[config.mk]
export PLATFORM = sky130hd
export DESIGN_NAME = regFile
export DESIGN_NICKNAME = d
export VERILOG_FILES = /design/src/datapath/regFile.sv
export VERILOG_INCLUDE_DIRS = /design/src /design/src/common
export SDC_FILE = /design/constraint.sdc
export NUM_CORES = 1
export LEC_CHECK = 0
export BUFFER_PORTS_ARGS = -buffer_cell sky130_fd_sc_hd__buf_2
export CORE_UTILIZATION = 45
export CTS_CLUSTER_DIAMETER = 100
export CTS_CLUSTER_SIZE = 16
export DETAILED_ROUTE_END_ITERATION = 16
export PLACE_DENSITY_LB_ADDON = 0.2
export SYNTH_ARGS = -nofsm -noshare
export SYNTH_HDL_FRONTEND = slang
export SYNTH_SLANG_ARGS = --single-unit
[constraint.sdc]
create_clock -name clk -period 2.98 [get_ports clk]
set_input_delay 0.298 -clock clk [delete_from_list [all_inputs] [get_ports clk]]
set_output_delay 0.298 -clock clk [all_outputs]
set_load 0.1 [all_outputs]
[src/common/legv8_defines.svh]
`ifndef LEGV8_DEFINES_SVH
`define LEGV8_DEFINES_SVH

// Datapath and APB word width
`define DATA_WIDTH 32
`define INST_WIDTH 32

// Memory depths in words
`define IMEM_DEPTH 64
`define DMEM_DEPTH 64

`define REG_COUNT 32

`define APB_ADDR_WIDTH 12

`endif

[src/datapath/regFile.sv]
`timescale 1ns/1ps
`include "legv8_defines.svh"

module regFile (
	input  logic                           clk,
	input  logic [$clog2(`REG_COUNT)-1:0]  readAddrA,
	input  logic [$clog2(`REG_COUNT)-1:0]  readAddrB,
	input  logic [$clog2(`REG_COUNT)-1:0]  writeAddr,
	input  logic [`DATA_WIDTH-1:0]         writeData,
	input  logic                           writeEn,
	output logic [`DATA_WIDTH-1:0]         readDataA,
	output logic [`DATA_WIDTH-1:0]         readDataB
);
	localparam int addrW = $clog2(`REG_COUNT);
	localparam logic [addrW-1:0] xzr = addrW'(`REG_COUNT - 1);

	logic [`DATA_WIDTH-1:0] regs [`REG_COUNT];

	assign readDataA = (readAddrA == xzr) ? '0 : regs[readAddrA];
	assign readDataB = (readAddrB == xzr) ? '0 : regs[readAddrB];

	always_ff @(posedge clk) begin
		if (writeEn && writeAddr != xzr) begin // XZR discards writes
			regs[writeAddr] <= writeData;
		end
	end

endmodule

* After elaboration in Yosys (flattened, before gate mapping)
Memories as Yosys holds them, arrays and structs flattened. Index checks and enable logic that the tools add are counted.
Word-level totals: RAM bits 1024, input port bits 49, memories 1, flip-flop bits (word level) 0, output and inout bits 64
Cells by class: multiplexer cells 4, equal/unequal tests 3, reductions and logical operators 1
Memories:
- regs | depth 32, bits a word 32, read ports 2, clocked after memory_dff 0, write ports 1, RTL line regFile.sv:17 | logic [`DATA_WIDTH-1:0] regs [`REG_COUNT];
Operators by type and width (count):
- two-way mux 32 bit | 2
- equality test 5 bit (second input constant) | 2
- inequality test 5 bit (second input constant) | 1
- two-way mux 1 bit | 2
- logical AND 1 bit | 1

* Logic depth before layout (Yosys ltp)
depth after elaboration 4, mapped depth 8, gate-level depth less buffers 4

* Worst setup path before layout
Ideal clock, no wire load.
path type input -> output, start input readAddrA[3], end output readDataA[10], stages 7, slack -0.982 ns, arrival time 3.664 ns, cell sequence buf_2 nor2b_1 buf_2 clkbuf_1 clkbuf_1 a22oi_1 a211oi_1
On the way: cells in the longest elaborated chain, start to end 2, elaborated cells on any way between the ends 3, those cells by class 1 x eq/ne; 1 x mux; 1 x memory
Ends and longest elaborated chain:
- from (decl) | RTL line regFile.sv:6 | input logic [$clog2(`REG_COUNT)-1:0] readAddrA,
- memory (32 x 32 bit) / equality test 5 bit (equally long branches)
- two-way mux 32 bit * | RTL line regFile.sv:19 | assign readDataA = (readAddrA == xzr) ? '0 : regs[readAddrA];
- to (decl) | RTL line regFile.sv:11 | output logic [`DATA_WIDTH-1:0] readDataA,
Every way passes the cells marked *; elsewhere a longest branch is shown, timed or not.

* Worst setup path in the final report
start input readAddrA[0], end output readDataA[8]
Same word-level chain as after synthesis.

==> run metrics <==
# Max-Cap Violations 0; first-pass GRT wire length 220200 µm; CP cell instances buf_8 -> buf_12 -> buf_4 -> mux4_2 -> a22oi_1 -> a211oi_4 -> buf_2; placed cell count 3973; vias in the first global route 29070; Final Critical Period 2940 ps; worst path arrival time 2640 ps; Worst Setup End Kind output port; fill count 8022; Seq cells post-synth 1024; distinct cell type count after synthesis 33; slew at the pin with the worst max-slew slack 966.4 ps; Cells after Synth 2414; WHS 117.4 ps; Routed WL 156400 µm; Psw 0.007643 W; crit path kind primary input to output port; pre-CTS WS -119.9 ps; syn avg cell area 19.43 µm²; max-slew violation count 0; CP required 2680 ps; setup ws final 39.52 ps; layout cells sized above 1 35.88%; # IOs 113; initial DRC count 3585; fin nets 2717; dpl cell area 0.05224 mm²; core region area 0.1035 mm²; Post-synth EDFFs 1024; CTS sink count 1024; die footprint 0.1056 mm²; Starting Density 45.33%; H-Tree Level Count 3; Routability Congestion 0.8506; max reg flops 1024; antenna violations before repair 10; Routed Antenna Nets 0; Die H 324.9 µm; Worst Hold Class primary input to register; IO buf count 112; CP Buf/Inv Count 4; drc violations 0; Leakage 17.48 nW; Crit path max-delay family buffers and inverters; Slowest-stage cell, CP a22oi_1; TritonCTS Buffers 73; Synth async-reset ratio 0%; Internal Power 0.02204 W; final hold vios 0; Clock power frac 31.3%; Max Fclk 340.1 MHz; clock slew seen by the registers of the worst setup and hold paths 70 ps; num rows 118; GRT Total Usage 29.67%; total gr overflow 0; power per cell area 545.2 mW/mm²; CP Launch Type primary input; crit share post-route 98.67%; CP Max Fanout 27; Reg power frac 54.4%; max_slew headroom 35.42%; worst vdd ir 0.5579 mV; status finished clean; Slowest Stage Delay on Critical Path 550 ps; combinational group share of total power 14.3%; largest registers regs: 1024 flops; die width 324.9 µm; Synth Flop Type edfxtp_1; synth warn 0; area grow syn2layout 16.06%; CTS Hold Bufs 0; vias per inst 6.988; Total Neg Setup Slack 0 ps; count of final setup violators 0; sequential element share of the synthesized area 65.54%; design area 0.05445 mm²; largest net degree at the start of global routing 38; Final HPWL DP 94530 µm; CTS root buf clkbuf_16; CTS tree yes; CTS Buffer Depth 3; DR WL/cell 38.54 µm; DRT Pass-1 Iters 5; Post-Layout Cell Count 4059; Net Sw Frac 25.75%; via count 28370; Top reg by flops regs; Post-Syn Area 0.04691 mm²
-- cell families after synthesis --
family	count (synthesis)	share of synthesized area, %
muxes	616	24.13
buffers and inverters	201	2.163
and+or+nand+nor	206	2.166
other	1	0.007993
AOI/OAI and AO/OA	366	5.990
DFF	1024	65.54
-- synthesized netlist by cell type, drive strengths merged, types with 6 or more instances --
cell	count	area [µm²]
a2111oi	30	387.9
a211oi	32	240.2
a21oi	64	320.3
a22o	38	332.8
a22oi	90	675.7
a31oi	6	37.54
and3	26	162.7
buf	111	675.7
clkbuf	90	339.1
edfxtp	1024	30750
mux2i	204	2042
mux4	412	9279
nand2	60	225.2
nand3	30	150.1
nand3b	8	60.06
nand4	27	168.9
nor2	43	163.9
nor2b	6	37.54
o21ai	6	30.03
o221ai	32	280.3
o22a	26	227.7
o22ai	36	225.2
o41ai	6	52.55
-- final cells by class --
type | count | area, µm² | share of cell area [%]
Antenna cell | 6 | 15.01 | 0.02758
Multi-Input combinational cell | 1220 | 16210 | 29.76
Timing Repair Buffer | 349 | 3824 | 7.023
Clock inverter | 6 | 75.07 | 0.1379
Tap cell | 1380 | 1727 | 3.171
Sequential cell | 1024 | 30750 | 56.48
Clock buffer | 74 | 1852 | 3.401
-- stage by stage --
stage / util [%] / power [W]
after floorplan: - / 0.01897
after detailed placement: 50.48 / 0.02062
after global placement: 50.48 / 0.02057
after CTS: 52.46 / 0.02976
final: 52.61 / 0.02969
after global routing: 52.60 / 0.03041
-- placed cells by master (no fill, tap or decap), drive strengths merged, types with 36 or more instances in the layout --
cell	n
a21oi	64
a22o	38
a22oi	90
buf	348
clkbuf	75
edfxtp	1024
mux2i	204
mux4	412
nand2	60
nor2	43
o22ai	36
-- final timing paths --
check                startpoint           end  slack [ps]  cells past startpoint
setup / recovery   readAddrA[0]  readDataA[8]          40                      7
hold / removal    writeData[16]  regs[24][16]         120                      1
-- power by group through the flow --
stage / sequential (W) / clock (W) / combinational (W)
floorplan: 0.0164 / 0 / 0.00254
global placement: 0.0164 / 0 / 0.00413
detailed placement: 0.0165 / 0 / 0.00416
CTS: 0.0161 / 0.00942 / 0.00421
global route: 0.0162 / 0.00988 / 0.00438
finish: 0.0161 / 0.00930 / 0.00424
-- routing by layer --
layer  global-route usage (%)  share of wire (%)
met5                        0              0.029
met4                    10.79                4.0
met2                    47.28                 48
met1                    41.05                 38
met3                    5.464                 10
-- what timing repair did --
| item | CTS | global route |
|---|---|---|
| buffers inserted | 0 | 1 |
| gates resized for setup | 35 | 20 |
| setup endpoints to repair | 16 | 15 |
Power figures use the tool's default switching activity.
