<file path="src/common/legv8_defines.svh">
`ifndef LEGV8_DEFINES_SVH
`define LEGV8_DEFINES_SVH

// Datapath and APB word width
`define DATA_WIDTH 32
`define INST_WIDTH 32

// Memory depths in words
`define IMEM_DEPTH 64
`define DMEM_DEPTH 64

`define REG_COUNT 32

`define APB_ADDR_WIDTH 12

`endif

</file>
<file path="src/common/isaPkg.sv">
package isaPkg;

	typedef enum logic [3:0] {
		OP_LDUR,
		OP_STUR,
		OP_ADD,
		OP_ADDI,
		OP_SUB,
		OP_AND,
		OP_ORR,
		OP_CBZ,
		OP_CBNZ,
		OP_B,
		OP_HALT,
		OP_ILLEGAL
	} opcodeT;

	typedef enum logic [2:0] {
		ALU_ADD   = 3'd0,
		ALU_SUB   = 3'd1,
		ALU_AND   = 3'd2,
		ALU_ORR   = 3'd3,
		ALU_PASSB = 3'd4
	} aluFuncT;

	// Second ALU operand source
	typedef enum logic [1:0] {
		SRC_REG  = 2'b00,
		SRC_DIMM = 2'b01, // 9-bit D-format offset
		SRC_IIMM = 2'b10  // 12-bit I-format immediate
	} aluSrcT;

endpackage

</file>
<file path="src/datapath/alu.sv">
`timescale 1ns/1ps
`include "legv8_defines.svh"

module alu (
	input  logic [`DATA_WIDTH-1:0] a,
	input  logic [`DATA_WIDTH-1:0] b,
	input  isaPkg::aluFuncT        func,
	output logic [`DATA_WIDTH-1:0] result,
	output logic                   zero
);
	import isaPkg::*;

	always_comb begin
		case (func)
			ALU_ADD:   result = a + b;
			ALU_SUB:   result = a - b;
			ALU_AND:   result = a & b;
			ALU_ORR:   result = a | b;
			ALU_PASSB: result = b; // Branch compare on Rt
			default:   result = '0;
		endcase
	end

	assign zero = (result == '0);

endmodule

</file>
<file path="config.mk">
export PLATFORM = sky130hd
export DESIGN_NAME = alu
export DESIGN_NICKNAME = d
export VERILOG_FILES = /design/src/common/isaPkg.sv /design/src/datapath/alu.sv
export VERILOG_INCLUDE_DIRS = /design/src /design/src/common
export SDC_FILE = /design/constraint.sdc
export NUM_CORES = 1
export LEC_CHECK = 0
export BUFFER_PORTS_ARGS = -buffer_cell sky130_fd_sc_hd__buf_2
export CORE_MARGIN = 4
export CORE_UTILIZATION = 30
export DETAILED_ROUTE_END_ITERATION = 10
export PLACE_DENSITY = 0.55
export SYNTH_ARGS = -nofsm -noshare
export SYNTH_HDL_FRONTEND = slang
export SYNTH_SLANG_ARGS = --single-unit
</file>
<file path="constraint.sdc">
create_clock -name vclk -period 21.4
set_input_delay 6.42 -clock vclk [all_inputs]
set_output_delay 6.42 -clock vclk [all_outputs]
set_load 0.02 [all_outputs]
</file>
---- After elaboration in Yosys (flattened, before gate mapping) ----
Index checks and enable logic that the tools add are counted.
storage, ports and cells
  bits of input ports ..................... 67
  logic and storage cells ................. 11
  register bits ........................... 0
cells by class
  reduce and logical (&&, ||, !) cells .... 2
  add/sub/neg operators ................... 2
  equal/unequal tests ..................... 4
  bitwise gates (word level) .............. 2
  mux-type cells .......................... 1
operators with widths
  cell                                                              number
  32-bit one-hot mux with 5 select lines                            1
  32-bit adder                                                      1
  32-bit bitwise AND                                                1
  32-bit logical NOT                                                1
  32-bit OR                                                         1
  32-bit subtractor                                                 1
  3-bit by 2-bit == test with 1-bit output (second input constant)  2
  3-bit by 1-bit == test with 1-bit output (second input constant)  1
  3-bit == test (second input constant)                             1
  3-bit logical NOT                                                 1

---- Longest topological paths before layout ----
  depth in word-level cells ............... 3
  mapped depth ............................ 21
  depth with buffers taken out ............ 20

---- Least setup slack after synthesis ----
Ideal clock, no wire load.
  kind .................................... input -> output
  start point ............................. in func[0]
  end point ............................... out zero
  arrival time ............................ 11.208 ns
  slack ................................... 3.772 ns
  stages .................................. 19
  data required time ...................... 14.980 ns
  path buffers ............................ 5
  cell sequence ........................... buf_2 buf_1 clkbuf_1 clkbuf_1 and2_1 clkbuf_1 nor2_1 xnor2_1 ha_1 nor2b_1 nor3_1 a21oi_1 o21ai_0 or3_1 or4_1 or4_1 nor4_1 nand4b_1 nor4_2
between the ends
  cells in the longest elaborated chain, start to end .. 3
  elaborated cells on any way between the ends .. 7
RTL lines
  what                                         RTL line   RTL
  start: declaration                           alu.sv:7   input isaPkg::aluFuncT func,
  3-bit == test, or another cell as far along  alu.sv:14  case (func)
  32-bit one-hot mux with 5 select lines *     alu.sv:14
  via result[2]                                alu.sv:8   output logic [`DATA_WIDTH-1:0] result,
  32-bit logical NOT *                         alu.sv:24  assign zero = (result == '0);
  end: declaration                             alu.sv:9   output logic zero
Mark *: on every way through the listed nets, which the timed path passes. The rest lies on a longest branch.

---- Worst setup path after layout ----
  start point ............................. in func[2]
  end point ............................... out zero
between the ends
  cells in the longest elaborated chain, start to end .. 3
  elaborated cells on any way between the ends .. 7
RTL lines
  what                                         RTL line
  3-bit == test, or another cell as far along  alu.sv:14
  32-bit one-hot mux with 5 select lines *     alu.sv:14
  32-bit logical NOT *                         alu.sv:24
Mark *: on every way between the ends. The rest lies on a longest branch, timed or not.

==> results.md <==
* Area share of the largest cell type after synthesis at 12.4%
* Top post-synthesis cells by area: ha_1 12%, maj3_1 8.5%, xnor2_1 7.9%
* 1st-iter DRT viols at 237
* Hpwl dp at 10800 um
* Clkbuf count at 0
* DR vias at 4277
* Layout cell share with drive strength beyond 1 at 19.1%
* 1st-pass router iterations at 6
* Inst Count DP at 725
* Worst-margin pin slew at 821 ps
* N_diodes at 0
* Mapped Nets at 617
* Outcome: completed
* Yosys top cell by area: ha_1
* Antenna-violating nets left at 0
* Met3 Usage GRT at 0.737%
* Type of the worst setup path: input port to output port
* FF/Latch Area at 0 sq um
* Global-route usage over all layers at 19.3%
* Synthesized area at 3430 sq um
* Leak at 0.00171 uW
* Worst Path Arrival at 11800 ps
* Max cap viols at 0
* Avg Vias per Cell at 5.90
* Area grow syn2layout at 16.3%
* RSZ-0062 raised after global routing: false
* Critical Path RT at 14980 ps
* Post-CTS Resized at 0
* Tmin final at 18220 ps
* TNS Setup at 0 ps
* Post-Layout Cell Count at 725
* Worst-path fanout max at 21
* Synth Warn # at 0
* Register area share after synthesis at 0%
* Floorplan core area at 11000 sq um
* Post-route clock period utilization at 85.1%
* Fmax at 54.9 MHz
* Grt met2 use at 32.9%
* Synth unique cells at 60
* CP Capture Type: output port
* DR DRC count at 0
* Setup Fix Bufs, Post-CTS at 0
* Pins Over Slew Limit at 0
* Initial Util at 31.1%
* Avg Synthesized Cell Area at 6.66 sq um
* Num sequential at 0
* Total die area at 13200 sq um
* Gr busiest metal: met2
* Hold/Removal Path Class: input port to output port
* Pwr dens at 36.6 nW/um^2
* DR WL/cell at 18.5 um
* Gr ovfl total at 0
* Row count at 38
* Vias in the first global route at 4137
* Initial antenna violation count at 0
* I/O Pins at 100
* Hold Fails Final Rpt at 0
* Post-CTS Hold Fix Bufs at 0
* Worst vdd ir at 0.0000178 V
* CP endpoint: zero
* Critical Path Start Type: input port
* Gpl congestion at 0.958
* Post-synthesis cell count at 515
* Met1 Usage GRT at 27.8%
* Worst slew margin at 45.3%
* Fin nets at 689
* CP Launch Point: func[2]
* Pin count of the biggest net entering global routing at 39
* Die height at 115 um
* First-pass GRT wire length at 21300 um
* Port Buf Inserts at 100
* Number of setup violations in the final report at 0
* Die Width at 115 um
* Final WL at 13400 um
[cells in the mapped netlist, types with 3 or more instances]
master,number
a211oi_1,7
a21boi_0,5
a21o_1,6
a21oi_1,43
a22oi_1,21
a31oi_1,4
and2_1,4
clkbuf_1,26
ha_1,34
inv_1,21
maj3_1,29
nand2_1,44
nand2b_1,6
nand3_1,7
nand4_1,11
nor2_1,31
nor2b_1,7
nor3_1,12
nor3b_1,3
nor4_1,5
o2111ai_1,4
o211ai_1,5
o21a_1,6
o21ai_0,50
o21ai_1,4
o21bai_1,3
o31a_1,3
o31ai_1,7
o41ai_1,4
or2_2,4
or3_1,5
or4_1,5
xnor2_1,31
xor2_1,22
[cell usage in the layout (no fill, tap or decap), types with 4 or more instances in the layout]
cell and n:
nor2b_1 7, o21ai_1 4, nand3_1 7, a21oi_1 43, o21a_1 6, a22oi_1 21, o41ai_1 4, nand2_1 44
nor2_1 30, o211ai_1 5, ha_1 34, buf_2 100, o31ai_1 7, nand2b_1 6, or3_1 5, a21boi_0 5
xor2_1 22, a211oi_1 7, o21ai_0 50, a31oi_1 4, nor4_1 5, nor3_1 12, and2_1 4, nand4_1 11
o2111ai_1 4, xnor2_1 31, inv_1 21, maj3_1 29, or2_2 4, or4_1 5, a21o_1 6
[metrics by stage]
stage          worst slack [ps]  util (%)  hold WS (ps)  power (uW)  area, sq um
6_report                   3180      36.2         13290         146         3990
5_1_grt                    2950      36.2         13320         161         3990
2_1_floorplan              3770         -         13020         100         3430
3_5_place_dp               3280      36.2         13290         144         3990
4_1_cts                    3260      36.2         13290         145         3990
3_3_place_gp               3370      36.2         13270         143         3990
[final cells by class]
cell class / count / area (sq um)
Tap cell: 140 / 175
Timing Repair Buffer: 101 / 508
Fill cell: 1219 / 7040
Multi-Input combinational cell: 463 / 3230
Inverter: 21 / 78.8
[power by group]
group | internal [uW] | switching, uW | leakage (uW)
clock network | 0 | 0 | 0
logic | 56.2 | 90.0 | 0.00171
registers | 0 | 0 | 0
[worst min path at each step]
stage                 end  cells past startpoint  slack (ps)  startpoint
6_report        result[0]                      4       13290        b[0]
5_1_grt        result[14]                      4       13320       b[14]
3_5_place_dp    result[0]                      4       13290        b[0]
2_1_floorplan   result[0]                      2       13020        b[0]
4_1_cts         result[0]                      4       13290        b[0]
3_3_place_gp    result[0]                      4       13270        b[0]
[per-layer routing]
metal / vias to the layer above / routed length [um]
met5: - / 0
li1: 2084 / -
met1: 2018 / 6170
met2: 158 / 6360
met4: 0 / 165
met3: 17 / 709
[cells by family (layout without fill, tap and decap cells)]
family / after synthesis / count (layout) / share of synthesized area [%]
muxes: 2 / 2 / 0.583
and+or+nand+nor: 152 / 152 / 22.3
AOI/OAI and AO/OA: 191 / 191 / 35.8
xor gates and xnor gates: 53 / 53 / 13.5
buffers and inverters: 52 / 122 / 5.98
adders and majority gates: 65 / 65 / 21.8
[critical path: stages]
cell	delay [ps]
buf_2	170
nor2_1	610
nand2_1	640
a21o_1	370
fa_1	410
nor2b_1	230
o31a_1	240
a211oi_1	80
a221o_1	300
or4_1	560
or4_1	530
nor4_1	590
nand4b_1	200
nor4_2	230
buf_2	200
(Power assumes the default switching activity.)
