$ cat config.mk
export PLATFORM = sky130hd
export DESIGN_NAME = sequencer
export DESIGN_NICKNAME = d
export VERILOG_FILES = /design/src/common/legv8_defines.svh /design/src/common/hostPkg.sv /design/src/common/isaPkg.sv /design/src/source/sequencer.sv
export SDC_FILE = /design/constraint.sdc
export NUM_CORES = 1
export LEC_CHECK = 0
export BUFFER_PORTS_ARGS = -buffer_cell sky130_fd_sc_hd__buf_4
export CAP_MARGIN = 30
export CORE_AREA = 2 2 39 41
export DETAILED_ROUTE_END_ITERATION = 10
export DIE_AREA = 0 0 41 43
export HOLD_SLACK_MARGIN = 0.05
export PLACE_DENSITY = 0.47
export SLEW_MARGIN = 15
export SYNTH_ARGS = -nofsm -noshare
export SYNTH_HDL_FRONTEND = slang
export SYNTH_SLANG_ARGS = --single-unit
$ cat constraint.sdc
create_clock -name clk -period 1.24 [get_ports clk]
set_input_delay 0.186 -clock clk [delete_from_list [all_inputs] [get_ports clk]]
set_output_delay 0.186 -clock clk [all_outputs]
set_load 0.01 [all_outputs]
$ cat src/common/legv8_defines.svh
`ifndef LEGV8_DEFINES_SVH
`define LEGV8_DEFINES_SVH

// Datapath and APB word width
`define DATA_WIDTH 32
`define INST_WIDTH 32

// Memory depths in words
`define IMEM_DEPTH 64
`define DMEM_DEPTH 64

`define REG_COUNT 32

`define APB_ADDR_WIDTH 12

`endif

$ cat src/common/hostPkg.sv
package hostPkg;

	typedef enum logic [2:0] {
		IDLE,
		FETCH,
		DECODE,
		EXECUTE,
		MEMORY,
		WRITEBACK,
		HALTED,
		FAULT
	} seqStateT;

	typedef enum logic [1:0] {
		REG_CTRL,
		REG_STATUS,
		REGION_IMEM,
		REGION_DMEM
	} apbRegionT;

endpackage

$ cat src/common/isaPkg.sv
package isaPkg;

	typedef enum logic [3:0] {
		OP_LDUR,
		OP_STUR,
		OP_ADD,
		OP_ADDI,
		OP_SUB,
		OP_AND,
		OP_ORR,
		OP_CBZ,
		OP_CBNZ,
		OP_B,
		OP_HALT,
		OP_ILLEGAL
	} opcodeT;

	typedef enum logic [2:0] {
		ALU_ADD   = 3'd0,
		ALU_SUB   = 3'd1,
		ALU_AND   = 3'd2,
		ALU_ORR   = 3'd3,
		ALU_PASSB = 3'd4
	} aluFuncT;

	// Second ALU operand source
	typedef enum logic [1:0] {
		SRC_REG  = 2'b00,
		SRC_DIMM = 2'b01, // 9-bit D-format offset
		SRC_IIMM = 2'b10  // 12-bit I-format immediate
	} aluSrcT;

endpackage

$ cat src/source/sequencer.sv
`timescale 1ns/1ps

module sequencer (
	input  logic              clk,
	input  logic              rst,
	input  logic              start,
	input  isaPkg::opcodeT    opcode,
	input  logic              illegal,
	input  logic              uncondBranch,
	input  logic              branchZero,
	input  logic              branchNonZero,
	input  logic              memWrite,
	input  logic              regWriteEn,
	input  logic              aluZero,
	output hostPkg::seqStateT state,
	output logic              irLoad,
	output logic              pcStep,
	output logic              pcBranch,
	output logic              pcClear,
	output logic              dmemWrite,
	output logic              regWrite
);
	import isaPkg::*;
	import hostPkg::*;

	seqStateT nextState;
	logic stopped;
	logic taken;

	assign stopped = state inside {IDLE, HALTED, FAULT};
	assign taken = uncondBranch || (branchZero && aluZero) || (branchNonZero && !aluZero);

	always_comb begin
		nextState = state;
		case (state)
			IDLE, HALTED, FAULT: begin
				if (start) begin
					nextState = FETCH;
				end
			end
			FETCH: nextState = DECODE;
			DECODE: begin
				if (illegal) begin
					nextState = FAULT;
				end else if (opcode == OP_HALT) begin
					nextState = HALTED; // PC stays on the HALT word
				end else begin
					nextState = EXECUTE;
				end
			end
			EXECUTE: nextState = MEMORY;
			MEMORY: nextState = WRITEBACK;
			WRITEBACK: nextState = FETCH;
			default: nextState = IDLE;
		endcase
	end

	always_ff @(posedge clk) begin
		if (rst) begin
			state <= IDLE;
		end else begin
			state <= nextState;
		end
	end

	assign irLoad = (state == FETCH);
	assign pcStep = (state == EXECUTE) && !taken;
	assign pcBranch = (state == EXECUTE) && taken;
	assign pcClear = start && stopped; // Restart from word 0
	assign dmemWrite = (state == MEMORY) && memWrite;
	assign regWrite = (state == WRITEBACK) && regWriteEn;

	branchOnlyForBranchOps: assert property (@(posedge clk) disable iff (rst)
		pcBranch |-> opcode inside {OP_B, OP_CBZ, OP_CBNZ});
	storeOnlyForStur: assert property (@(posedge clk) disable iff (rst)
		dmemWrite |-> opcode == OP_STUR);
	regWriteOnlyForResults: assert property (@(posedge clk) disable iff (rst)
		regWrite |-> opcode inside {OP_LDUR, OP_ADD, OP_ADDI, OP_SUB, OP_AND, OP_ORR});
	illegalNoWrite: assert property (@(posedge clk) disable iff (rst)
		illegal |-> !memWrite && !regWriteEn);

endmodule

# After elaboration in Yosys (flattened, before gate mapping)
# Cells that the tools add are included.
[totals] regBits=3 inputBits=14 wordCells=28 output_inout_bits=9
[op_classes] n_reduce_logical=14 eq_ne=9 n_mux=4
[op_table] operator="$pmux 3 s6" n=1
[op_table] operator="$eq 3x3->1 const B" n=4
[op_table] operator="$mux 3" n=3
[op_table] operator="$logic_and 1x1->1" n=7
[op_table] operator="$eq 3x2->1 const B" n=2
[op_table] operator="$eq 4x4->1 const B" n=1
[op_table] operator="$eq 3x1->1 const B" n=1
[op_table] operator="$logic_not 3->1" n=1
[op_table] operator="$reduce_bool 3->1" n=1
[op_table] operator="$reduce_or 3->1" n=1
[op_table] operator="$logic_not 1->1" n=2
[op_table] operator="$logic_or 1x1->1" n=2
[op_table] operator="$ne 2x2->1 const B" n=1

# Logic depth before layout (Yosys ltp)
[logic_depth] word_depth=5 mapped_depth=4 mapped_depth_nobuf=3

# Worst setup path after synthesis
# OpenSTA, ideal clock, no wires.
[synth_path] kind="register to output" startpoint="register state[0]" endpoint="output port pcStep" stages_incl_launch_ff=4 n_path_buf=1 slack_ns=0.088 t_arrival_ns=0.966 t_required_ns=1.054 cell_sequence="dfxtp_1 buf_2 nand3b_1 a2111oi_2"
[synth_via] elab_chain_len=2
[synth_lines] item="start: declaration" line="sequencer.sv:15" source="output hostPkg::seqStateT state,"
[synth_lines] item="start signal: assignment" line="sequencer.sv:62" source="state <= nextState;"
[synth_lines] item="$eq 3x2->1" line="sequencer.sv:67" source="assign pcStep = (state == EXECUTE) && !taken;"
[synth_lines] item="$logic_and 1x1->1" line="sequencer.sv:67"
[synth_lines] item="end: declaration" line="sequencer.sv:17" source="output logic pcStep,"
# No other way between the ends.

# Final worst setup path
# Same ends and word-level chain as after synthesis.

==> reports/qor.txt <==
Violations in the final reports: setup timing
Setup CP Type: reg2out
Ys Warns: 0
Clock Tree Buf Depth: 2
Full die area: 1760 um^2
Most frequent cells in the layout: 27 x buf_4, 4 x nor2_1, 3 x clkbuf_4
Period minus WS final: 1.31 ns
Gr usage total: 0.103
Sequential share of the synthesized area: 0.231
Critical path startpoint category: flip-flop
Outcome: complete, but fails checks
Register with the most flip-flops: state
Number of global-route vias before repair: 326
Pwr/cell area: 930 nW/um^2
Overall power: 483 uW
First-pass iteration count of the detailed router: 4
Max_slew headroom: 0.819
Worst slew pin tran: 0.270 ns
Max-cap violations: 0
Post-Route Utilization: 0.375
Final WS setup: -0.0680 ns
Clock slew at reported path FFs: 0.04 ns
Root buffer cell: clkbuf_4
Syn_nets: 46
Setup WS pre-CTS: 0.0644 ns
Core area: 1380 um^2
Synth cell types: 23
HP Class: in2reg
RSZ-0062 raised after global routing: yes
DRC violations left: 0
CTS buffer count: 3
Nets: 76
Num rows: 14
Critical Path Sink Type: output port
Mapped Area: 260 um^2
Top Ports: 23
Diode count: 0
CP Max Fanout: 8
Worst EP arrival: 1.12 ns
Largest regs: state (3)
Final setup vio count: 3
Final Max Tran Viols: 0
Average size of a mapped cell: 8.13 um^2
CTS tree: yes
Worst Path Required: 1.05 ns
DRT iter0 DRCs: 4
GRT Residual Overflow: 0
Clock Latency Late Sink: 0.24 ns
Most common cell after layout, fill and taps aside: buf_4
Routed WL: 779 um
Layout cells sized above 1: 0.623
Fmax: 0.765 GHz
Gpl congestion: 0.696
Leakage: 0.000245 uW
Clk sinks: 3
Die height: 43 um
Synth Register Bits: 3
Max reg flops: 3
Via Count: 355
Antenna-violating nets left: 0
Routed length per instance: 10.1 um
Starting density of the core: 0.188
Layout Skew: 0.00606 ns
# fillers: 148
Mapped Cells: 32
WHS: 0.124 ns
Die W: 41 um
Final worst-path cycle share: 1.05
Largest net degree at the start of global routing: 9
Peak VDD IR: 0.455 mV
Final Hold Viols: 0
First-pass GRT wire length: 1190 um
H-tree depth: 1
Buffers on Ports: 22
Via density per instance: 4.61
Antenna violations before repair: 0
Area Growth Syn to Fin: 99.5%
cell type report:
class | count | area (um^2) | share of cell area
timing repair buffer | 28 | 214 | 0.412
multi-input combinational | 25 | 186 | 0.359
sequential | 3 | 68.8 | 0.133
clock buffer | 4 | 26.3 | 0.0506
tap | 16 | 20.0 | 0.0386
inverter | 1 | 3.75 | 0.00723
synth_stat cells, drive strengths merged:
master	number	area (um^2)
nor2	5	18.8
buf	3	23.8
dfxtp	3	60.1
a21oi	2	10.0
nor2b	2	12.5
nor3	2	10.0
a2111oi	1	15.0
a211oi	1	7.51
a22oi	1	7.51
a311oi	1	8.76
a31oi	1	6.26
and3	1	6.26
and4b	1	10.0
and4bb	1	12.5
inv	1	3.75
mux2i	1	10.0
nand2	1	3.75
nand3b	1	7.51
nor3b	1	12.5
nor4	1	6.26
o21a	1	7.51
logic make-up (layout without fill, tap and decap cells):
family / after synthesis / count (layout) / share of synthesized area
AOI/OAI and AO/OA: 8 / 8 / 0.240
buffers and inverters: 4 / 33 / 0.106
DFF: 3 / 3 / 0.231
muxes: 1 / 1 / 0.0385
and+or+nand+nor: 16 / 16 / 0.385
critical path: stages (launching register included):
cell and delay, ns:
dfxtp_4 0.38, nand3b_1 0.12, a2111oi_2 0.22, buf_4 0.17
repair_timing:
item,CTS,global route
hold endpoints to repair,0,0
pin swaps,1,0
hold buffers,0,0
buffers inserted,2,0
setup endpoints to repair,5,6
gates resized for setup,9,0
where the power goes:
group	internal (uW)	switching (uW)
logic	110	73.4
clock network	121	52.6
registers	109	17.4
total	339	143
final timing paths:
path,from,end,slack [ns],cells past startpoint
hold / removal,rst,state[1]$_SDFFE_PP0P_,0.12,2
hold reg to reg,state[2]$_SDFFE_PP0P_,state[0]$_SDFFE_PP0P_,0.59,2
setup / recovery,state[0]$_SDFFE_PP0P_,pcStep,-0.07,3
setup reg to reg,state[1]$_SDFFE_PP0P_,state[1]$_SDFFE_PP0P_,0.24,5
stage by stage:
| step | instance area, um^2 | std cells | TNS (ns) |
|---|---|---|---|
| floorplan | 260 | 32 | 0 |
| global placement | 452 | 71 | 0 |
| detailed placement | 452 | 71 | 0 |
| CTS | 519 | 77 | -0.158 |
| global route | 519 | 77 | -0.432 |
| finish | 519 | 77 | -0.0979 |
routing by layer:
metal  share of wire  global-route usage  routed length [um]  up-vias
li1                -                   -                   -      178
met1            0.36              0.0958                 282      152
met2            0.51               0.172                 398       21
met3           0.096              0.0157                  75        4
met4           0.028               0.100                  22        0
met5               0                   0                   0        -
Note: power is estimated with default switching activity, not from simulation.
