$ cat config.mk
export PLATFORM = sky130hd
export DESIGN_NAME = programCounter
export DESIGN_NICKNAME = d
export VERILOG_FILES = /design/src/source/programCounter.sv
export VERILOG_INCLUDE_DIRS = /design/src /design/src/common
export SDC_FILE = /design/constraint.sdc
export NUM_CORES = 1
export LEC_CHECK = 0
export BUFFER_PORTS_ARGS = -buffer_cell sky130_fd_sc_hd__buf_2
export CAP_MARGIN = 0
export CORE_AREA = 8 8 88 90
export DETAILED_ROUTE_END_ITERATION = 16
export DIE_AREA = 0 0 96 98
export PLACE_DENSITY = 0.68
export SETUP_SLACK_MARGIN = 0.05
export SLEW_MARGIN = 5
export SYNTH_ARGS = -nofsm -noshare
export SYNTH_HDL_FRONTEND = slang
export SYNTH_SLANG_ARGS = --single-unit
$ cat constraint.sdc
create_clock -name clk -period 4.78 [get_ports clk]
set_input_delay 1.434 -clock clk [delete_from_list [all_inputs] [get_ports clk]]
set_output_delay 1.434 -clock clk [all_outputs]
set_load 0.02 [all_outputs]
$ cat src/common/legv8_defines.svh
`ifndef LEGV8_DEFINES_SVH
`define LEGV8_DEFINES_SVH

// Datapath and APB word width
`define DATA_WIDTH 32
`define INST_WIDTH 32

// Memory depths in words
`define IMEM_DEPTH 64
`define DMEM_DEPTH 64

`define REG_COUNT 32

`define APB_ADDR_WIDTH 12

`endif

$ cat src/source/programCounter.sv
`timescale 1ns/1ps
`include "legv8_defines.svh"

module programCounter (
	input  logic                          clk,
	input  logic                          rst,
	input  logic                          clear,
	input  logic                          step,
	input  logic                          branch,
	input  logic signed [`DATA_WIDTH-1:0] branchOffset,
	output logic        [`DATA_WIDTH-1:0] pc
);
	localparam logic [`DATA_WIDTH-1:0] wordBytes = 4;

	always_ff @(posedge clk) begin
		if (rst || clear) begin
			pc <= '0;
		end else if (step) begin
			pc <= pc + wordBytes;
		end else if (branch) begin
			pc <= pc + (branchOffset <<< 2); // Word offset to bytes
		end
	end

endmodule

# After elaboration in Yosys (flattened, before gate mapping)
# Cells that the tools add are included.
# totals
ff_bits,32
inputBits,37
output_inout_bits,32
elab_cells,7
# op_classes
n_addsub,2
n_mux,2
n_reduce_logical,2
# ops
operator,n
32-bit 2-to-1 mux,2
32-bit by 3-bit adder with 32-bit output (second input constant),1
32-bit adder,1
2-bit nonzero test,1
1-bit logical OR,1

# Longest topological paths before layout
# Gate-level depths: netlist of the first run.
# logic_depth
word_depth,3
mapped_depth,13
depth_no_buf,11

# Worst setup path before layout of the first run
# OpenSTA, ideal clock, no wires.
# synth_timing
path_kind,input-to-reg
start,in step
end,reg pc[28]
setup_ns,0.117
arrival_ns,4.057
t_required_ns,4.663
path_slack_ns,0.605
path_stages,13
n_path_buf,2
cell_sequence,clkbuf_1 clkbuf_1 or2_2 ha_1 inv_1 fa_1 nor2b_4 o31a_1 o21a_1 o2111ai_2 a2111oi_1 o21ai_0 a32o_1
# synth_via
elab_chain_len,1
word_cells_on_any_way,2
classes_between,mux (1); reduce/logical (1)
# synth_rtl
item,line,rtl
start: declaration,programCounter.sv:8,"input logic step,"
32-bit 2-to-1 mux or 2-bit nonzero test (tied branches),n/a,
end signal: assignment,programCounter.sv:19,pc <= pc + wordBytes;
end signal: assignment,programCounter.sv:21,pc <= pc + (branchOffset <<< 2);
end: declaration,programCounter.sv:11,output logic [`DATA_WIDTH-1:0] pc
# Parallel ways exist; a longest one is shown, timed or not.
# A chain may end at the register's enable or synchronous reset.

# Final worst setup path of the first run
# Same ends and word-level chain as after synthesis.

==> flow_summary.yaml, run 1 <==
route:
  dr.pass1.iters: 5
  drt_iter0_drc: 102
  drt-vias-per-instance: 5.58
  route.vias.total: 2903
  drc: 0
  drt_wl_total_mm: 7.61
  wire_per_inst_um: 14.6
  postRouteAntennaNets: 0
synth:
  ys_ff_latch: 30
  synthCells: 378
  synth-edff-count: 0
  seq_area_frac_synth: 0.216
  ys_async_sr_fraction: 0
  synth.top_cell.area_share: 0.216
  postSynthAreaPerCell_um2: 7.35
  yosysTopAreaCell: "dfxtp_1"
  synthTopCellsByArea: "dfxtp_1 22%, ha_1 13%, a21oi_1 8.1%"
  syn_area_mm2: 0.00278
  synthDistinctLibCells: 46
  ys.flop_type: "dfxtp_1"
  yosys_warnings: 0
critical_path:
  path_max_fanout: 18
  crit_path_start_kind: "input pin"
  cp.required_ns: 4.96
  path_class: "in2reg"
  cp-end-kind: "register"
  worstPathArrival_ns: 4.19
floorplanning:
  num_io_pins: 69
  die_width_um: 96
  design.core.area_mm2: 0.00649
  start_util: 0.428
  rows: 30
  dieArea_mm2: 0.00941
  chipHeight_um: 98
power_and_ir_drop:
  ir_drop_uv: 113
  combinationalPowerShare: 0.267
  switchingPower_uw: 221
  power_frac_clock: 0.332
  powerDensity_mw_per_mm2: 206
  intPower_uw: 450
  total_power_uw: 671
  sequentialPowerShare: 0.401
  leakage_nw: 1.42
  swShare: 0.329
clocking:
  post_cts_buffers: 0
  post_cts_resized: 0
  clockBufferDepth: 2
  htree_levels: 2
  holdBufCountCts: 0
  clk_pin_slew_ns: 0.07
  cts_sinks: 30
  clk_latency_ns: 0.28
  root_buffer: "clkbuf_8"
  numCtsBuffers: 5
  cts_tree: "yes"
final_layout:
  multi_input_area_mm2: 0.00210
  reg_top3: "pc x30"
  seq_area_um2: 601
  drive_above_1_share: 0.193
  synthToLayoutAreaGrowth_pct: 17.2
  diodes: 0
  nNetsFinal: 506
  largest_register_ffs: 30
  nFillCells: 662
  final_cell_area_mm2: 0.00325
  regMostFlops: "pc"
sta:
  maxSlewViolCount: 0
  final.setup.worst_slack_ns: 0.768
  max_freq_ghz: 0.249
  period_needed_ns: 4.01
  tns_ns: 0
  finalSetupViolations: 0
  skew_ns: 0.00425
  worst_pin_slew_ns: 0.525
  hold_violations: 0
  maxSlewHeadroom: 0.649
  rsz0062_at_grt: "false"
  hold_ws_ns: 0.473
  finalCritPeriodShare: 0.839
global_routing:
  antenna_found_initial: 0
  grt_pass1_vias: 2647
  grt_use_total: 0.160
  overflow: 0
  grt_pass1_wl_mm: 12.4
  grt_start_max_net_pins: 20
status:
  status: "finished, final reports clean"
flow_run:
  drv_cap: 0
placement:
  dp_hpwl_mm: 6.03
  pre_cts_ws_ns: 0.473
  place.gp.congestion: 0.870
  postPlaceCellArea_mm2: 0.00316
  port_buffers: 64
worst_hold_path:
  min-delay-path-class: "reg2reg"
==> cell usage in the layout, fill, tap and decap left out, types with 4 or more instances in the layout <==
cell type / instances
o21ai_0: 36
nand2_1: 59
nor2b_1: 32
ha_1: 29
inv_1: 6
nand4_1: 6
nor3_1: 5
xor2_1: 9
xnor2_1: 12
a21o_1: 5
dfxtp_1: 30
nor2_1: 27
o21a_1: 8
or3_1: 5
o211ai_1: 4
a21oi_1: 45
buf_2: 64
clkbuf_8: 6
a211oi_1: 4
==> final timing paths <==
kind | start | cells past startpoint | slack [ns] | end
max | step | 12 | 0.77 | pc[28]
min | pc[31] | 2 | 0.47 | pc[31]
max reg2reg | pc[2] | 10 | 2.00 | pc[28]
min reg2reg | pc[31] | 2 | 0.47 | pc[31]
==> worst max-delay path, stage by stage <==
cell	delay, ns
buf_2	0.29
or2_2	0.18
ha_1	0.16
inv_1	0.05
fa_1	0.41
nor2b_4	0.15
o31a_1	0.19
o21a_1	0.18
o2111ai_2	0.19
a2111oi_1	0.54
o21ai_0	0.14
a32o_1	0.27
==> final cells by class <==
cell class | instances | area share
well taps | 80 | 0.0308
inverters | 6 | 0.00692
clock buffers | 7 | 0.0265
repair buffers | 67 | 0.105
multi-input cells | 329 | 0.644
clock inverters | 1 | 0.00154
flip-flops and latches | 30 | 0.185
==> cells in the mapped netlist (2+ instances only) <==
cell      instances
nand2b_1          3
o31a_1            2
nor2b_1          32
a21o_1            5
a211oi_1          4
nor3_1            5
clkbuf_1         12
ha_1             29
nand4_1           6
and4_1            2
o21ai_0          36
or3_1             5
dfxtp_1          30
or2_2             3
o211ai_1          4
o21a_1            8
nor3b_1           3
a31oi_1           2
a21oi_1          45
nor2_1           27
a32o_1            2
o21bai_1          2
buf_4             2
nand2_1          59
mux2i_1           2
xnor2_1          12
inv_1             6
o221a_2           2
xor2_1            9
nand3_1           3
==> power groups by stage <==
| stage | combinational (mW) | sequential [mW] | clock (mW) |
|---|---|---|---|
| 2_1_floorplan | 0.117 | 0.287 | 0 |
| 3_3_place_gp | 0.176 | 0.274 | 0 |
| 3_5_place_dp | 0.179 | 0.275 | 0 |
| 4_1_cts | 0.180 | 0.269 | 0.229 |
| 5_1_grt | 0.200 | 0.271 | 0.238 |
| 6_report | 0.179 | 0.269 | 0.222 |
==> metal layers <==
metal  share of wire  up-vias  track usage
li1                -     1469            -
met1            0.47     1322        0.217
met2            0.45      103        0.250
met3           0.067        9       0.0307
met4          0.0093        0       0.0355
met5               0        -            0
==> metrics by stage <==
| stage | std cells | utilization |
|---|---|---|
| 2_1_floorplan | 379 | - |
| 3_5_place_dp | 512 | 0.487 |
| 4_1_cts | 520 | 0.501 |
| 6_report | 520 | 0.501 |
| 3_3_place_gp | 512 | 0.487 |
| 5_1_grt | 520 | 0.501 |
==> cell families (layout without fill, tap and decap cells) <==
logic type	count (synthesis)	after routing	share of synthesized area
buffers and inverters	20	81	0.0297
other	1	2	0.00135
XOR/XNOR	21	21	0.0662
adder cells (fa/ha/maj)	30	30	0.138
AO/OA/AOI/OAI	121	121	0.270
AND/OR/NAND/NOR	153	153	0.271
multiplexers	2	2	0.00721
flip-flops	30	30	0.216
Power figures use the tool's default switching activity.
==> run 2, diff against run 1 <==
Settings changed: ABC_AREA set to 1, CORE_AREA 8 8 88 90 to 8 8 100 102, DIE_AREA 0 0 96 98 to 0 0 108 110, PLACE_DENSITY 0.68 to 0.65.
Clock period 4.78 ns to 4.05 ns, I/O delays scaled along.
==> run 2 against run 1 <==
Effect of this change:
- clock skew rose by 0.0019 ns
- sequential share of layout area fell by 4.0 points
- core utilization fell by 0.91 points
- sequential power rose by 20%
- power rose by 32%
- critical path depth rose by 3
- global-route usage rose by 1.9 points
- sequential cell count did not move
- first-iteration DRC count rose by 97%
- final area rose by 28%
- largest cell class unchanged
- highest routed layer unchanged
==> flow_summary.yaml, run 2 <==
status:
  status: "finished, final reports clean"
critical_path:
  reg2reg_to: "pc[26]"
  path_class: "in2reg"
  r2r_cells: 13
  r2r_slack_ns: 1.83
  worstPathArrival_ns: 3.38
  cp.required_ns: 4.25
  path_max_fanout: 13
  reg2reg_from: "pc[2]"
  crit_path_start_kind: "input pin"
  cp-end-kind: "register"
floorplanning:
  chipHeight_um: 110
  rows: 34
  dieArea_mm2: 0.0119
  num_io_pins: 69
  start_util: 0.431
  die_width_um: 108
  design.core.area_mm2: 0.00847
route:
  postRouteAntennaNets: 0
  drt-vias-per-instance: 4.57
  route.vias.total: 3901
  dr.pass1.iters: 4
  drc: 0
  drt_iter0_drc: 201
  wire_per_inst_um: 12.1
  drt_wl_total_mm: 10.4
synth:
  synth_mux_area_frac: 0
  yosysTopAreaCell: "nand2_1"
  synth.top_cell.area_share: 0.208
  ys.flop_type: "dfxtp_1"
  synth-xor-area-share: 0.0264
  ys_ff_latch: 30
  synthTopCellsByArea: "nand2_1 21%, dfxtp_1 16%, inv_1 16%"
  synthDistinctLibCells: 33
  seq_area_frac_synth: 0.164
  synth-edff-count: 0
  synth_fa_ha_area_frac: 0.105
  synth_top_family_by_area: "simple AND/OR/NAND/NOR gates"
  synth_common_cells: "202 x nand2_1, 152 x inv_1, 121 x nor2_1, 40 x nand3_1, 30 x dfxtp_1"
  synthMostInstantiatedCell: "nand2_1"
  synth_compound_area_frac: 0.0826
  postSynthAreaPerCell_um2: 5.36
  ys_async_sr_fraction: 0
  synth_simple_gate_area_frac: 0.442
  syn_area_mm2: 0.00365
  yosys_warnings: 0
  synthCells: 682
power_and_ir_drop:
  power_frac_clock: 0.309
  swShare: 0.375
  combinationalPowerShare: 0.324
  switchingPower_uw: 331
  sequentialPowerShare: 0.367
  ir_drop_uv: 111
  powerDensity_mw_per_mm2: 212
  leakage_nw: 2.87
  intPower_uw: 552
final_layout:
  seq_area_um2: 601
  largest_register_ffs: 30
  nNetsFinal: 812
  synthToLayoutAreaGrowth_pct: 14.0
  nFillCells: 946
  diodes: 0
  final_common_cell: "nand2_1"
  final_cell_mix: "202 x nand2_1, 152 x inv_1, 121 x nor2_1"
  drive_above_1_share: 0.142
  regMostFlops: "pc"
  multi_input_area_mm2: 0.00240
  reg_top3: "pc x30"
sta:
  finalSetupViolations: 0
  worst_pin_slew_ns: 0.735
  max_freq_ghz: 0.314
  maxSlewHeadroom: 0.508
  hold_violations: 0
  skew_ns: 0.00617
  tns_ns: 0
  period_needed_ns: 3.19
  finalCritPeriodShare: 0.787
  maxSlewViolCount: 0
  final.setup.worst_slack_ns: 0.864
  rsz0062_at_grt: "false"
  hold_ws_ns: 0.529
clocking:
  numCtsBuffers: 5
  htree_levels: 2
  clk_pin_slew_ns: 0.08
  post_cts_resized: 0
  root_buffer: "clkbuf_8"
  clockBufferDepth: 2
  post_cts_buffers: 0
  clk_latency_ns: 0.29
  holdBufCountCts: 0
  cts_sinks: 30
  cts_tree: "yes"
worst_hold_path:
  min-delay-path-class: "reg2reg"
  whs_endpoint: "pc[2]"
  min-delay-start: "pc[2]"
  hold_depth: 2
global_routing:
  overflow: 0
  antenna_found_initial: 0
  grt_use_total: 0.179
  grt_start_max_net_pins: 20
  grt_pass1_vias: 3672
  grt_pass1_wl_mm: 17.2
placement:
  port_buffers: 64
  place.gp.congestion: 0.939
  pre_cts_ws_ns: 0.585
  dp_hpwl_mm: 8.55
flow_run:
  drv_cap: 0
run 2: cell types whose count changed after synthesis, moves of 8 or more:
cell,before,now
nand2_1,59,202
nand3_1,3,40
a21oi_1,45,22
o21ai_0,36,11
nor2_1,27,121
o21a_1,8,0
inv_1,6,152
xnor2_1,12,0
nand2_2,0,10
nor2b_1,32,0
run 2: metal layers:
metal | vias up | global-route usage | share of wire
met1 | 1664 | 0.245 | 0.51
met5 | - | 0 | 0
li1 | 2149 | - | -
met2 | 79 | 0.287 | 0.42
met4 | 0 | 0.0406 | 0.0098
met3 | 9 | 0.0285 | 0.053
run 2: how the worst max path moves through the flow:
stage | from | to | slack, ns | cells after the start
floorplan | step | pc[23] | 0.96 | 16
global placement | step | pc[26] | 0.62 | 15
detailed placement | step | pc[26] | 0.58 | 15
CTS | step | pc[26] | 0.89 | 15
global route | step | pc[26] | 0.71 | 15
finish | step | pc[26] | 0.86 | 15
run 2: power groups by stage:
stage,sequential [mW],combinational [mW],clock [mW]
2_1_floorplan,0.349,0.189,0
5_1_grt,0.326,0.324,0.299
3_5_place_dp,0.331,0.287,0
3_3_place_gp,0.330,0.284,0
6_report,0.324,0.286,0.273
4_1_cts,0.324,0.289,0.287
run 2: layout make-up:
| class | instances | share of cell area |
|---|---|---|
| Sequential cell | 30 | 0.144 |
| Inverter | 156 | 0.141 |
| Tap cell | 108 | 0.0324 |
| Clock buffer | 7 | 0.0207 |
| Multi-Input combinational cell | 484 | 0.577 |
| Timing Repair Buffer | 68 | 0.0841 |
| Clock inverter | 1 | 0.00120 |
run 2: cell families after synthesis:
group                    Yosys count
buffers and inverters            169
AO/OA/AOI/OAI                     51
XOR/XNOR                          11
other                              1
adder cells (fa/ha/maj)           30
AND/OR/NAND/NOR                  390
flip-flops                        30
run 2: critical path: stages:
cell and delay [ns]:
buf_2 0.25, or2_2 0.17, ha_1 0.20, inv_1 0.07
fa_1 0.41, inv_1 0.11, nand3_1 0.07, nand3_1 0.19
nand2_1 0.11, nand2_1 0.13, nand2_1 0.09, nand4_1 0.10
nand3_1 0.13, nand2_1 0.10, inv_1 0.04
run 2: metrics by stage:
step | instances | total power [mW] | util | instance area, µm²
2_1_floorplan | 683 | 0.538 | - | 3660
3_3_place_gp | 846 | 0.614 | 0.481 | 4070
3_5_place_dp | 846 | 0.618 | 0.481 | 4070
4_1_cts | 854 | 0.901 | 0.492 | 4170
5_1_grt | 854 | 0.950 | 0.492 | 4170
6_report | 854 | 0.883 | 0.492 | 4170
